$ cat src/include/exec_defines.svh
//////////////////////////////
// Execution cluster widths
// and multiplier depth
//////////////////////////////

`ifndef EXEC_DEFINES_SVH
`define EXEC_DEFINES_SVH

// Data word width
`define XLEN 32
// Destination tag width
`define TAG_W 6
// Cycles from multiplier issue to result
`define IMUL_LATENCY 3
// Data memory address width
`define ADDR_W 32

`endif

$ cat src/rtl/mem_pkg.sv
//////////////////////////////
// Data memory access types
//////////////////////////////

`include "exec_defines.svh"

package mem_pkg;

  typedef logic [`ADDR_W-1:0] addr_t;
  typedef logic [3:0]         byte_en_t;

  typedef enum logic [1:0] {
    MEM_BYTE,
    MEM_HALF,
    MEM_WORD
  } mem_size_t;

  typedef enum logic [1:0] {
    MEM_LD,
    MEM_LDU,
    MEM_ST
  } mem_kind_t;

  typedef enum logic [1:0] {
    MS_IDLE,
    MS_REQ,
    MS_RESP
  } mem_state_t;

endpackage

$ cat src/rtl/uop_pkg.sv
//////////////////////////////
// Micro-op types
// Unit select, ALU and multiply
// opcodes, tag and data words
//////////////////////////////

`include "exec_defines.svh"

package uop_pkg;

  typedef logic [`XLEN-1:0]  word_t;
  typedef logic [`TAG_W-1:0] tag_t;

  typedef enum logic [1:0] {
    FU_ALU,
    FU_BR,
    FU_IMUL,
    FU_MEM
  } fu_code_t;

  // Branch compares share the ALU opcode space
  typedef enum logic [3:0] {
    ALU_ADD, ALU_SUB, ALU_AND, ALU_OR,
    ALU_XOR, ALU_SLL, ALU_SRL, ALU_SRA,
    ALU_SLT, ALU_SLTU, ALU_BEQ, ALU_BNE,
    ALU_BLT, ALU_BGE, ALU_BLTU, ALU_BGEU
  } alu_op_t;

  typedef enum logic [1:0] {
    MUL_MUL,
    MUL_MULH,
    MUL_MULHU
  } mul_op_t;

endpackage
$ cat src/rtl/alu.sv
//////////////////////////////
// Integer ALU
// Arithmetic, logic, shifts and
// branch compares, combinational
//////////////////////////////

`timescale 1ns/1ps

module alu import uop_pkg::*; (
  input  alu_op_t op,
  input  word_t   in1,
  input  word_t   in2,
  output word_t   result
);

  logic [4:0] shamt;
  logic       eq;
  logic       lt;
  logic       ltu;

  assign shamt = in2[4:0];
  assign eq    = (in1 == in2);
  assign lt    = ($signed(in1) < $signed(in2));
  assign ltu   = (in1 < in2);

  always_comb begin
    case (op)
      ALU_ADD:  result = in1 + in2;
      ALU_SUB:  result = in1 - in2;
      ALU_AND:  result = in1 & in2;
      ALU_OR:   result = in1 | in2;
      ALU_XOR:  result = in1 ^ in2;
      ALU_SLL:  result = in1 << shamt;
      ALU_SRL:  result = in1 >> shamt;
      ALU_SRA:  result = word_t'($signed(in1) >>> shamt);
      ALU_SLT:  result = word_t'(lt);
      ALU_SLTU: result = word_t'(ltu);
      // Branches return 1 when taken
      ALU_BEQ:  result = word_t'(eq);
      ALU_BNE:  result = word_t'(!eq);
      ALU_BLT:  result = word_t'(lt);
      ALU_BGE:  result = word_t'(!lt);
      ALU_BLTU: result = word_t'(ltu);
      ALU_BGEU: result = word_t'(!ltu);
      default:  result = '0;
    endcase
  end

endmodule

$ cat src/rtl/exec_cluster.sv
//////////////////////////////
// Execution cluster top
// Routes issue to integer and
// memory pipes
//////////////////////////////

`timescale 1ns/1ps

module exec_cluster import uop_pkg::*, mem_pkg::*; (
  input             clock,
  input             reset,
  input             issue_valid,
  input  fu_code_t  fu_code,
  input  alu_op_t   alu_op,
  input  mul_op_t   mul_op,
  input  mem_kind_t mem_kind,
  input  mem_size_t mem_size,
  input  tag_t      tag,
  input  word_t     in1,
  input  word_t     in2,
  input  word_t     imm,
  output            alu_stall,
  output            mem_busy,
  output            int_valid,
  output tag_t      int_tag,
  output word_t     int_result,
  output            mem_valid,
  output tag_t      mem_tag,
  output word_t     mem_result,
  output            dmem_req,
  output            dmem_we,
  output addr_t     dmem_addr,
  output byte_en_t  dmem_be,
  output word_t     dmem_wdata,
  input             dmem_rvalid,
  input  word_t     dmem_rdata
);

  logic int_issue;
  logic mem_issue;

  assign int_issue = issue_valid && (fu_code != FU_MEM);
  assign mem_issue = issue_valid && (fu_code == FU_MEM);

  int_pipe int_pipe_i (
    .clock        (clock),
    .reset        (reset),
    .issue_valid  (int_issue),
    .fu_code      (fu_code),
    .alu_op       (alu_op),
    .mul_op       (mul_op),
    .tag          (tag),
    .in1          (in1),
    .in2          (in2),
    .result_valid (int_valid),
    .result_tag   (int_tag),
    .result       (int_result),
    .alu_stall    (alu_stall)
  );

  mem_pipe mem_pipe_i (
    .clock        (clock),
    .reset        (reset),
    .issue_valid  (mem_issue),
    .mem_kind     (mem_kind),
    .mem_size     (mem_size),
    .tag          (tag),
    .in1          (in1),
    .in2          (in2),
    .imm          (imm),
    .busy         (mem_busy),
    .result_valid (mem_valid),
    .result_tag   (mem_tag),
    .result       (mem_result),
    .dmem_req     (dmem_req),
    .dmem_we      (dmem_we),
    .dmem_addr    (dmem_addr),
    .dmem_be      (dmem_be),
    .dmem_wdata   (dmem_wdata),
    .dmem_rvalid  (dmem_rvalid),
    .dmem_rdata   (dmem_rdata)
  );

endmodule

$ cat src/rtl/imul.sv
//////////////////////////////
// Pipelined 32x32 multiplier
// Low or high product word
//////////////////////////////

`timescale 1ns/1ps
`include "exec_defines.svh"

module imul import uop_pkg::*; (
  input           clock,
  input           reset,
  input  mul_op_t op,
  input  word_t   in1,
  input  word_t   in2,
  output word_t   result
);

  mul_op_t                   op_q;
  word_t                     a_q;
  word_t                     b_q;
  logic signed [`XLEN:0]     a_ext;
  logic signed [`XLEN:0]     b_ext;
  logic signed [2*`XLEN+1:0] prod;
  word_t                     prod_word;
  word_t                     pipe_q [`IMUL_LATENCY-1];

  always_ff @(posedge clock) begin
    if (reset) begin
      op_q <= MUL_MUL;
    end else begin
      op_q <= op;
    end
  end

  always_ff @(posedge clock) begin
    a_q <= in1;
    b_q <= in2;
  end

  // mulh extends by sign, mulhu by zero; one 33x33 signed multiply covers both
  assign a_ext = {(op_q == MUL_MULH) & a_q[`XLEN-1], a_q};
  assign b_ext = {(op_q == MUL_MULH) & b_q[`XLEN-1], b_q};
  assign prod  = a_ext * b_ext;

  assign prod_word = (op_q == MUL_MUL) ? prod[`XLEN-1:0] : prod[2*`XLEN-1:`XLEN];

  always_ff @(posedge clock) begin
    pipe_q[0] <= prod_word;
    for (int i = 1; i < `IMUL_LATENCY - 1; i++) begin
      pipe_q[i] <= pipe_q[i-1];
    end
  end

  assign result = pipe_q[`IMUL_LATENCY-2];

endmodule

$ cat src/rtl/int_pipe.sv
//////////////////////////////
// Integer pipe
// ALU and multiplier merged onto
// one tagged result port
//////////////////////////////

`timescale 1ns/1ps
`include "exec_defines.svh"

module int_pipe import uop_pkg::*; (
  input            clock,
  input            reset,
  input            issue_valid,
  input  fu_code_t fu_code,
  input  alu_op_t  alu_op,
  input  mul_op_t  mul_op,
  input  tag_t     tag,
  input  word_t    in1,
  input  word_t    in2,
  output           result_valid,
  output tag_t     result_tag,
  output word_t    result,
  output           alu_stall
);

  logic                       alu_issue;
  logic                       mul_issue;
  word_t                      alu_out;
  word_t                      alu_q;
  word_t                      mul_out;
  logic [`IMUL_LATENCY-1:0]   slot_valid;
  logic [`IMUL_LATENCY-1:0]   slot_mul;
  tag_t                       slot_tag [`IMUL_LATENCY];

  assign alu_issue = issue_valid && (fu_code == FU_ALU || fu_code == FU_BR);
  assign mul_issue = issue_valid && (fu_code == FU_IMUL);

  alu alu_i (
    .op     (alu_op),
    .in1    (in1),
    .in2    (in2),
    .result (alu_out)
  );

  imul imul_i (
    .clock  (clock),
    .reset  (reset),
    .op     (mul_op),
    .in1    (in1),
    .in2    (in2),
    .result (mul_out)
  );

  always_ff @(posedge clock) begin
    if (alu_issue) begin
      alu_q <= alu_out;
    end
  end

  // Multiplies enter at the far end, ALU ops at the head slot
  always_ff @(posedge clock) begin
    if (reset) begin
      slot_valid <= '0;
    end else begin
      slot_valid[0] <= alu_issue | slot_valid[1];
      for (int i = 1; i < `IMUL_LATENCY - 1; i++) begin
        slot_valid[i] <= slot_valid[i+1];
      end
      slot_valid[`IMUL_LATENCY-1] <= mul_issue;
    end
  end

  always_ff @(posedge clock) begin
    slot_tag[0] <= alu_issue ? tag : slot_tag[1];
    slot_mul[0] <= !alu_issue && slot_mul[1];
    for (int i = 1; i < `IMUL_LATENCY - 1; i++) begin
      slot_tag[i] <= slot_tag[i+1];
      slot_mul[i] <= slot_mul[i+1];
    end
    slot_tag[`IMUL_LATENCY-1] <= tag;
    slot_mul[`IMUL_LATENCY-1] <= mul_issue;
  end

  assign result_valid = slot_valid[0];
  assign result_tag   = slot_tag[0];
  assign result       = slot_mul[0] ? mul_out : alu_q;
  // Next slot into the head is taken, so an ALU op now would collide
  assign alu_stall    = slot_valid[1];

endmodule

$ cat src/rtl/mem_pipe.sv
//////////////////////////////
// Load/store pipe
// Address generation, byte lanes,
// request FSM, load extension
//////////////////////////////

`timescale 1ns/1ps
`include "exec_defines.svh"

module mem_pipe import uop_pkg::*, mem_pkg::*; (
  input             clock,
  input             reset,
  input             issue_valid,
  input  mem_kind_t mem_kind,
  input  mem_size_t mem_size,
  input  tag_t      tag,
  input  word_t     in1,
  input  word_t     in2,
  input  word_t     imm,
  output            busy,
  output            result_valid,
  output tag_t      result_tag,
  output word_t     result,
  output            dmem_req,
  output            dmem_we,
  output addr_t     dmem_addr,
  output byte_en_t  dmem_be,
  output word_t     dmem_wdata,
  input             dmem_rvalid,
  input  word_t     dmem_rdata
);

  mem_state_t state;
  addr_t      addr_q;
  mem_kind_t  kind_q;
  mem_size_t  size_q;
  tag_t       tag_q;
  word_t      data_q;
  word_t      result_q;
  logic [1:0] lane_off;
  byte_en_t   lane_mask;
  word_t      rdata_shift;
  logic       fill;
  word_t      load_ext;

  always_ff @(posedge clock) begin
    if (reset) begin
      state <= MS_IDLE;
    end else begin
      case (state)
        MS_IDLE: if (issue_valid) state <= MS_REQ;
        // Stores go through on the first request cycle
        MS_REQ:  if (kind_q == MEM_ST || dmem_rvalid) state <= MS_RESP;
        MS_RESP: state <= MS_IDLE;
        default: state <= MS_IDLE;
      endcase
    end
  end

  always_ff @(posedge clock) begin
    if (state == MS_IDLE && issue_valid) begin
      addr_q <= addr_t'(in1 + imm);
      kind_q <= mem_kind;
      size_q <= mem_size;
      tag_q  <= tag;
      data_q <= in2;
    end
    if (state == MS_REQ) begin
      if (kind_q == MEM_ST) begin
        result_q <= '0;
      end else if (dmem_rvalid) begin
        result_q <= load_ext;
      end
    end
  end

  // Lane position and store data replicated across the word
  always_comb begin
    case (size_q)
      MEM_BYTE: begin
        lane_off   = addr_q[1:0];
        lane_mask  = 4'b0001;
        dmem_wdata = {4{data_q[7:0]}};
      end
      MEM_HALF: begin
        lane_off   = {addr_q[1], 1'b0};
        lane_mask  = 4'b0011;
        dmem_wdata = {2{data_q[15:0]}};
      end
      default: begin
        lane_off   = 2'b00;
        lane_mask  = 4'b1111;
        dmem_wdata = data_q;
      end
    endcase
  end

  assign rdata_shift = dmem_rdata >> {lane_off, 3'b000};
  assign fill        = (kind_q == MEM_LD);

  always_comb begin
    case (size_q)
      MEM_BYTE: load_ext = {{24{fill & rdata_shift[7]}}, rdata_shift[7:0]};
      MEM_HALF: load_ext = {{16{fill & rdata_shift[15]}}, rdata_shift[15:0]};
      default:  load_ext = rdata_shift;
    endcase
  end

  assign busy         = (state != MS_IDLE);
  assign result_valid = (state == MS_RESP);
  assign result_tag   = tag_q;
  assign result       = result_q;
  assign dmem_req     = (state == MS_REQ);
  assign dmem_we      = dmem_req && (kind_q == MEM_ST);
  assign dmem_addr    = {addr_q[`ADDR_W-1:2], 2'b00};
  assign dmem_be      = lane_mask << lane_off;

endmodule

$ cat config.mk
export PLATFORM = sky130hd
export DESIGN_NAME = exec_cluster
export DESIGN_NICKNAME = d
export VERILOG_FILES = /design/src/rtl/mem_pkg.sv /design/src/rtl/uop_pkg.sv /design/src/rtl/alu.sv /design/src/rtl/exec_cluster.sv /design/src/rtl/imul.sv /design/src/rtl/int_pipe.sv /design/src/rtl/mem_pipe.sv
export VERILOG_INCLUDE_DIRS = /design/src /design/src/include
export SDC_FILE = /design/constraint.sdc
export NUM_CORES = 2
export LEC_CHECK = 0
export BUFFER_PORTS_ARGS = -buffer_cell sky130_fd_sc_hd__buf_2
export CAP_MARGIN = 15
export CELL_PAD_IN_SITES_DETAIL_PLACEMENT = 0
export CELL_PAD_IN_SITES_GLOBAL_PLACEMENT = 1
export CORE_MARGIN = 1.5
export CORE_UTILIZATION = 25
export CTS_CLUSTER_DIAMETER = 30
export DETAILED_ROUTE_END_ITERATION = 10
export GPL_ROUTABILITY_DRIVEN = 0
export PLACE_DENSITY_LB_ADDON = 0.1
export SYNTH_ARGS = -nofsm -noshare
export SYNTH_HDL_FRONTEND = slang
export SYNTH_SLANG_ARGS = --single-unit
export TNS_END_PERCENT = 30
$ cat constraint.sdc
create_clock -name clock -period 9.58 [get_ports clock]
set_clock_uncertainty 0.05 [all_clocks]
set_input_delay 0.479 -clock clock [delete_from_list [all_inputs] [get_ports clock]]
set_output_delay 0.479 -clock clock [all_outputs]
set_load 0.05 [all_outputs]
==> run_results.csv <==
group,metric,value,unit
setup_path,crit_path_max_incr_delay,660,ps
logic_synthesis,yosysUniqueCellTypes,92,
timing,setup_violations,0,
global_route,grt_pass1_wl,347800,um
timing,fin_crit_sh,94.64,%
setup_path,cpMostUsedCell,"fa_1",
cells_and_area,regArea,7273,um^2
floorplanning,design.die.area,233100,um^2
logic_synthesis,async_flop_share,0,%
logic_synthesis,yosys_warnings,0,
setup_path,path_max_fanout,13,
floorplanning,coreArea,228200,um^2
cts,numCtsBuffers,102,
detailed_routing,dr.first_iter.drc_count,2357,
detailed_routing,drt_pass1_iterations,6,
timing,post-route-min-period,9067,ps
detailed_routing,wl_per_cell,24.42,um
cells_and_area,final_area,66320,um^2
global_route,antenna_found_initial,39,
detailed_routing,postRouteAntennaNets,0,
logic_synthesis,seq_area_frac_synth,12.63,%
floorplanning,floorplan.initialDensity,25.23,%
detailed_routing,avgViaCountPerCell,4.632,
timing,hold_viol,0,
placed_design,port_buffers,297,
cells_and_area,drive_above_1_share,12.27,%
detailed_routing,wl,235500,um
cts,cts_tree,"built",
floorplanning,ios,300,
setup_path,critPathLaunchType,"register",
min_path,hold_class,"in2reg",
setup_path,cpMaxStageDelayCell,"dfxtp_1",
detailed_routing,num_vias,44680,
setup_path,end_kind,"register",
min_path,hp-start,"in1[30]",
cts,cts_max_level,3,
cells_and_area,nFillCells,24390,
logic_synthesis,synth_area,57560,um^2
logic_synthesis,synth_edf_count,138,
cts,cts_buffer_depth,3,
cells_and_area,final_core_util,29.07,%
timing,max_freq,110.3,MHz
cells_and_area,fin_nets,8161,
setup_path,crit-reg2reg-launch,"int_pipe_i.imul_i.b_q[12]$_DFF_P_",
setup_path,critPathLaunch,"int_pipe_i.imul_i.b_q[12]$_DFF_P_",
logic_synthesis,syn_avg_cell_area,9.064,um^2
cts,path_clk_slew,50,ps
setup_path,crit_chain,"buf_4, nand2_1, fa_1, fa_1, inv_1, fa_1, fa_1, inv_1, fa_1, fa_1, fa_1, inv_1, fa_1, ha_1, nand3_1, or3_1, a2111oi_2, o31ai_1, o311ai_2, a41oi_1, xnor2_1, nor2_1, a21oi_1",
placed_design,dp_hpwl,193900,um
global_route,grt_max_degree,70,
cts,cts_root_buf,"clkbuf_16",
logic_synthesis,synth_ff_type,"dfxtp_1",
timing,tns,0,ps
flow_run,drv_cap,0,
logic_synthesis,synth_seq_cells,294,
cts,clock_latency,740,ps
timing,slew_headroom,32.64,%
placed_design,place_area,62460,um^2
cts,cts_num_sinks,294,
timing,hold_slack,44.05,ps
cells_and_area,multi_input_comb_area,43680,um^2
logic_synthesis,syn-instance-count,6350,
setup_path,arrival,9660,ps
setup_path,worstPathRequired,10170,ps
global_route,grt_overflow,0,
cells_and_area,syn2layout_area_growth,15.23,%
timing,rsz0062_at_grt,"false",
setup_path,critPathKind,"reg2reg",
timing,drv_slew,0,
detailed_routing,drc,0,
floorplanning,std_cell_rows,175,
timing,max_slew.worst_pin.slew,1008,ps
global_route,track_usage,20.48,%
floorplanning,die_x,482.8,um
floorplanning,die_h,482.8,um
global_route,grt_pass1_vias,48680,
status,status,"completed",
[path summary, 6_finish.rpt]
check	slack (ps)	depth (start not counted)	endpoint
worst max-delay path	510	23	int_pipe_i.imul_i.pipe_q[0][15]$_DFF_P_
worst min register to register	270	0	int_pipe_i.slot_tag[0][6]$_DFF_P_
worst min-delay path	40	1	int_pipe_i.imul_i.a_q[30]$_DFF_P_
worst max register to register	510	23	int_pipe_i.imul_i.pipe_q[0][15]$_DFF_P_
[layer usage]
layer	vias up	GRT usage, %	part of all wire (%)
li1	20030	-	-
met1	23230	28.35	46
met2	1137	32.73	46
met3	253	3.568	5.4
met4	24	5.670	2.8
met5	-	0	0.065
[critical path, delay by kind of cell (launching register included)]
kind	cells	cell delay (ps)
buffers and inverters	4	510
XOR/XNOR	1	550
flip-flops	1	660
AO/OA/AOI/OAI	5	1700
adder cells (fa/ha/maj)	9	4620
AND/OR/NAND/NOR	4	900
[cell usage in the layout (no fill, tap or decap), drive strengths merged, types with 35 or more instances in the layout]
cell and instances:
xnor2 73, a21o 54, ha 340, dfxtp 156
inv 1320, clkbuf 119, edfxtp 138, fa 1128
nor2 263, clkinv 43, o22ai 35, buf 456
and2 285, mux4 52, nor3 40, a211oi 37
nand3 45, nor2b 35, nand2 978, xor2 36
o21ai 170, mux2i 59, a21oi 240, o211ai 35
mux2 68
[logic make-up (layout without fill, tap and decap cells)]
group,count (synthesis),in the layout,share of synthesized area (%)
other cells,1,11,0.006515
buf+inv,1705,1981,11.58
compound gates,801,801,9.100
flops,294,294,12.63
simple gates,1793,1793,14.01
xor+xnor,109,109,1.659
mux,179,179,4.391
fa+ha+maj,1468,1468,46.63
[registers in the layout (all words and copies together) (netlist names)]
register and flops:
int_pipe_i.slot_mul 3, mem_pipe_i.state 2, mem_pipe_i.data_q 32, int_pipe_i.imul_i.b_q 32
mem_pipe_i.result 32, mem_pipe_i.addr_q 32, mem_pipe_i.kind_q 2, int_pipe_i.imul_i.op_q 2
int_pipe_i.alu_q 32, int_pipe_i.slot_tag 18, mem_pipe_i.size_q 2, mem_pipe_i.result_tag 6
int_pipe_i.slot_valid 3, int_pipe_i.imul_i.pipe_q 64, int_pipe_i.imul_i.a_q 32
[cell usage after synthesis, drive strengths merged (45+ instances only)]
master	count	area, um^2
inv	1313	4928
fa	1128	22580
nand2	978	3679
ha	340	4254
clkbuf	295	1109
and2	285	1783
nor2	263	992.2
a21oi	240	1216
o21ai	170	854.6
dfxtp	156	3123
edfxtp	138	4144
buf	97	626.8
xnor2	73	639.4
mux2	68	765.7
mux2i	59	590.6
a21o	54	405.4
mux4	52	1171
nand3	45	225.2
[final cells by class]
cell class                      instances  share of cell area, %
Tap cell                             3009                  5.677
Inverter                             1313                  7.431
Clock inverter                         69                  1.323
Clock buffer                          119                  4.068
Multi-Input combinational cell       4352                  65.86
Antenna cell                            9                0.03396
Sequential cell                       294                  10.97
Timing Repair Buffer                  480                  4.637
[metrics by stage]
step | cells | worst slack, ps
floorplan | 6351 | 1497
global placement | 9423 | 165.7
detailed placement | 9423 | 238.0
CTS | 9635 | 39.43
global route | 9637 | 179.2
finish | 9645 | 513.4
[repair_timing]
item | CTS | global route
setup buffers | 0 | 0
setup endpoints to repair | 0 | 2
hold buffers | 24 | 0
gates resized for setup | 0 | 2
hold endpoints to repair | 39 | 0
Power is left out: the tool's default activity adds up to more than one toggle a clock period on the data nets, which glitch-free logic cannot reach.
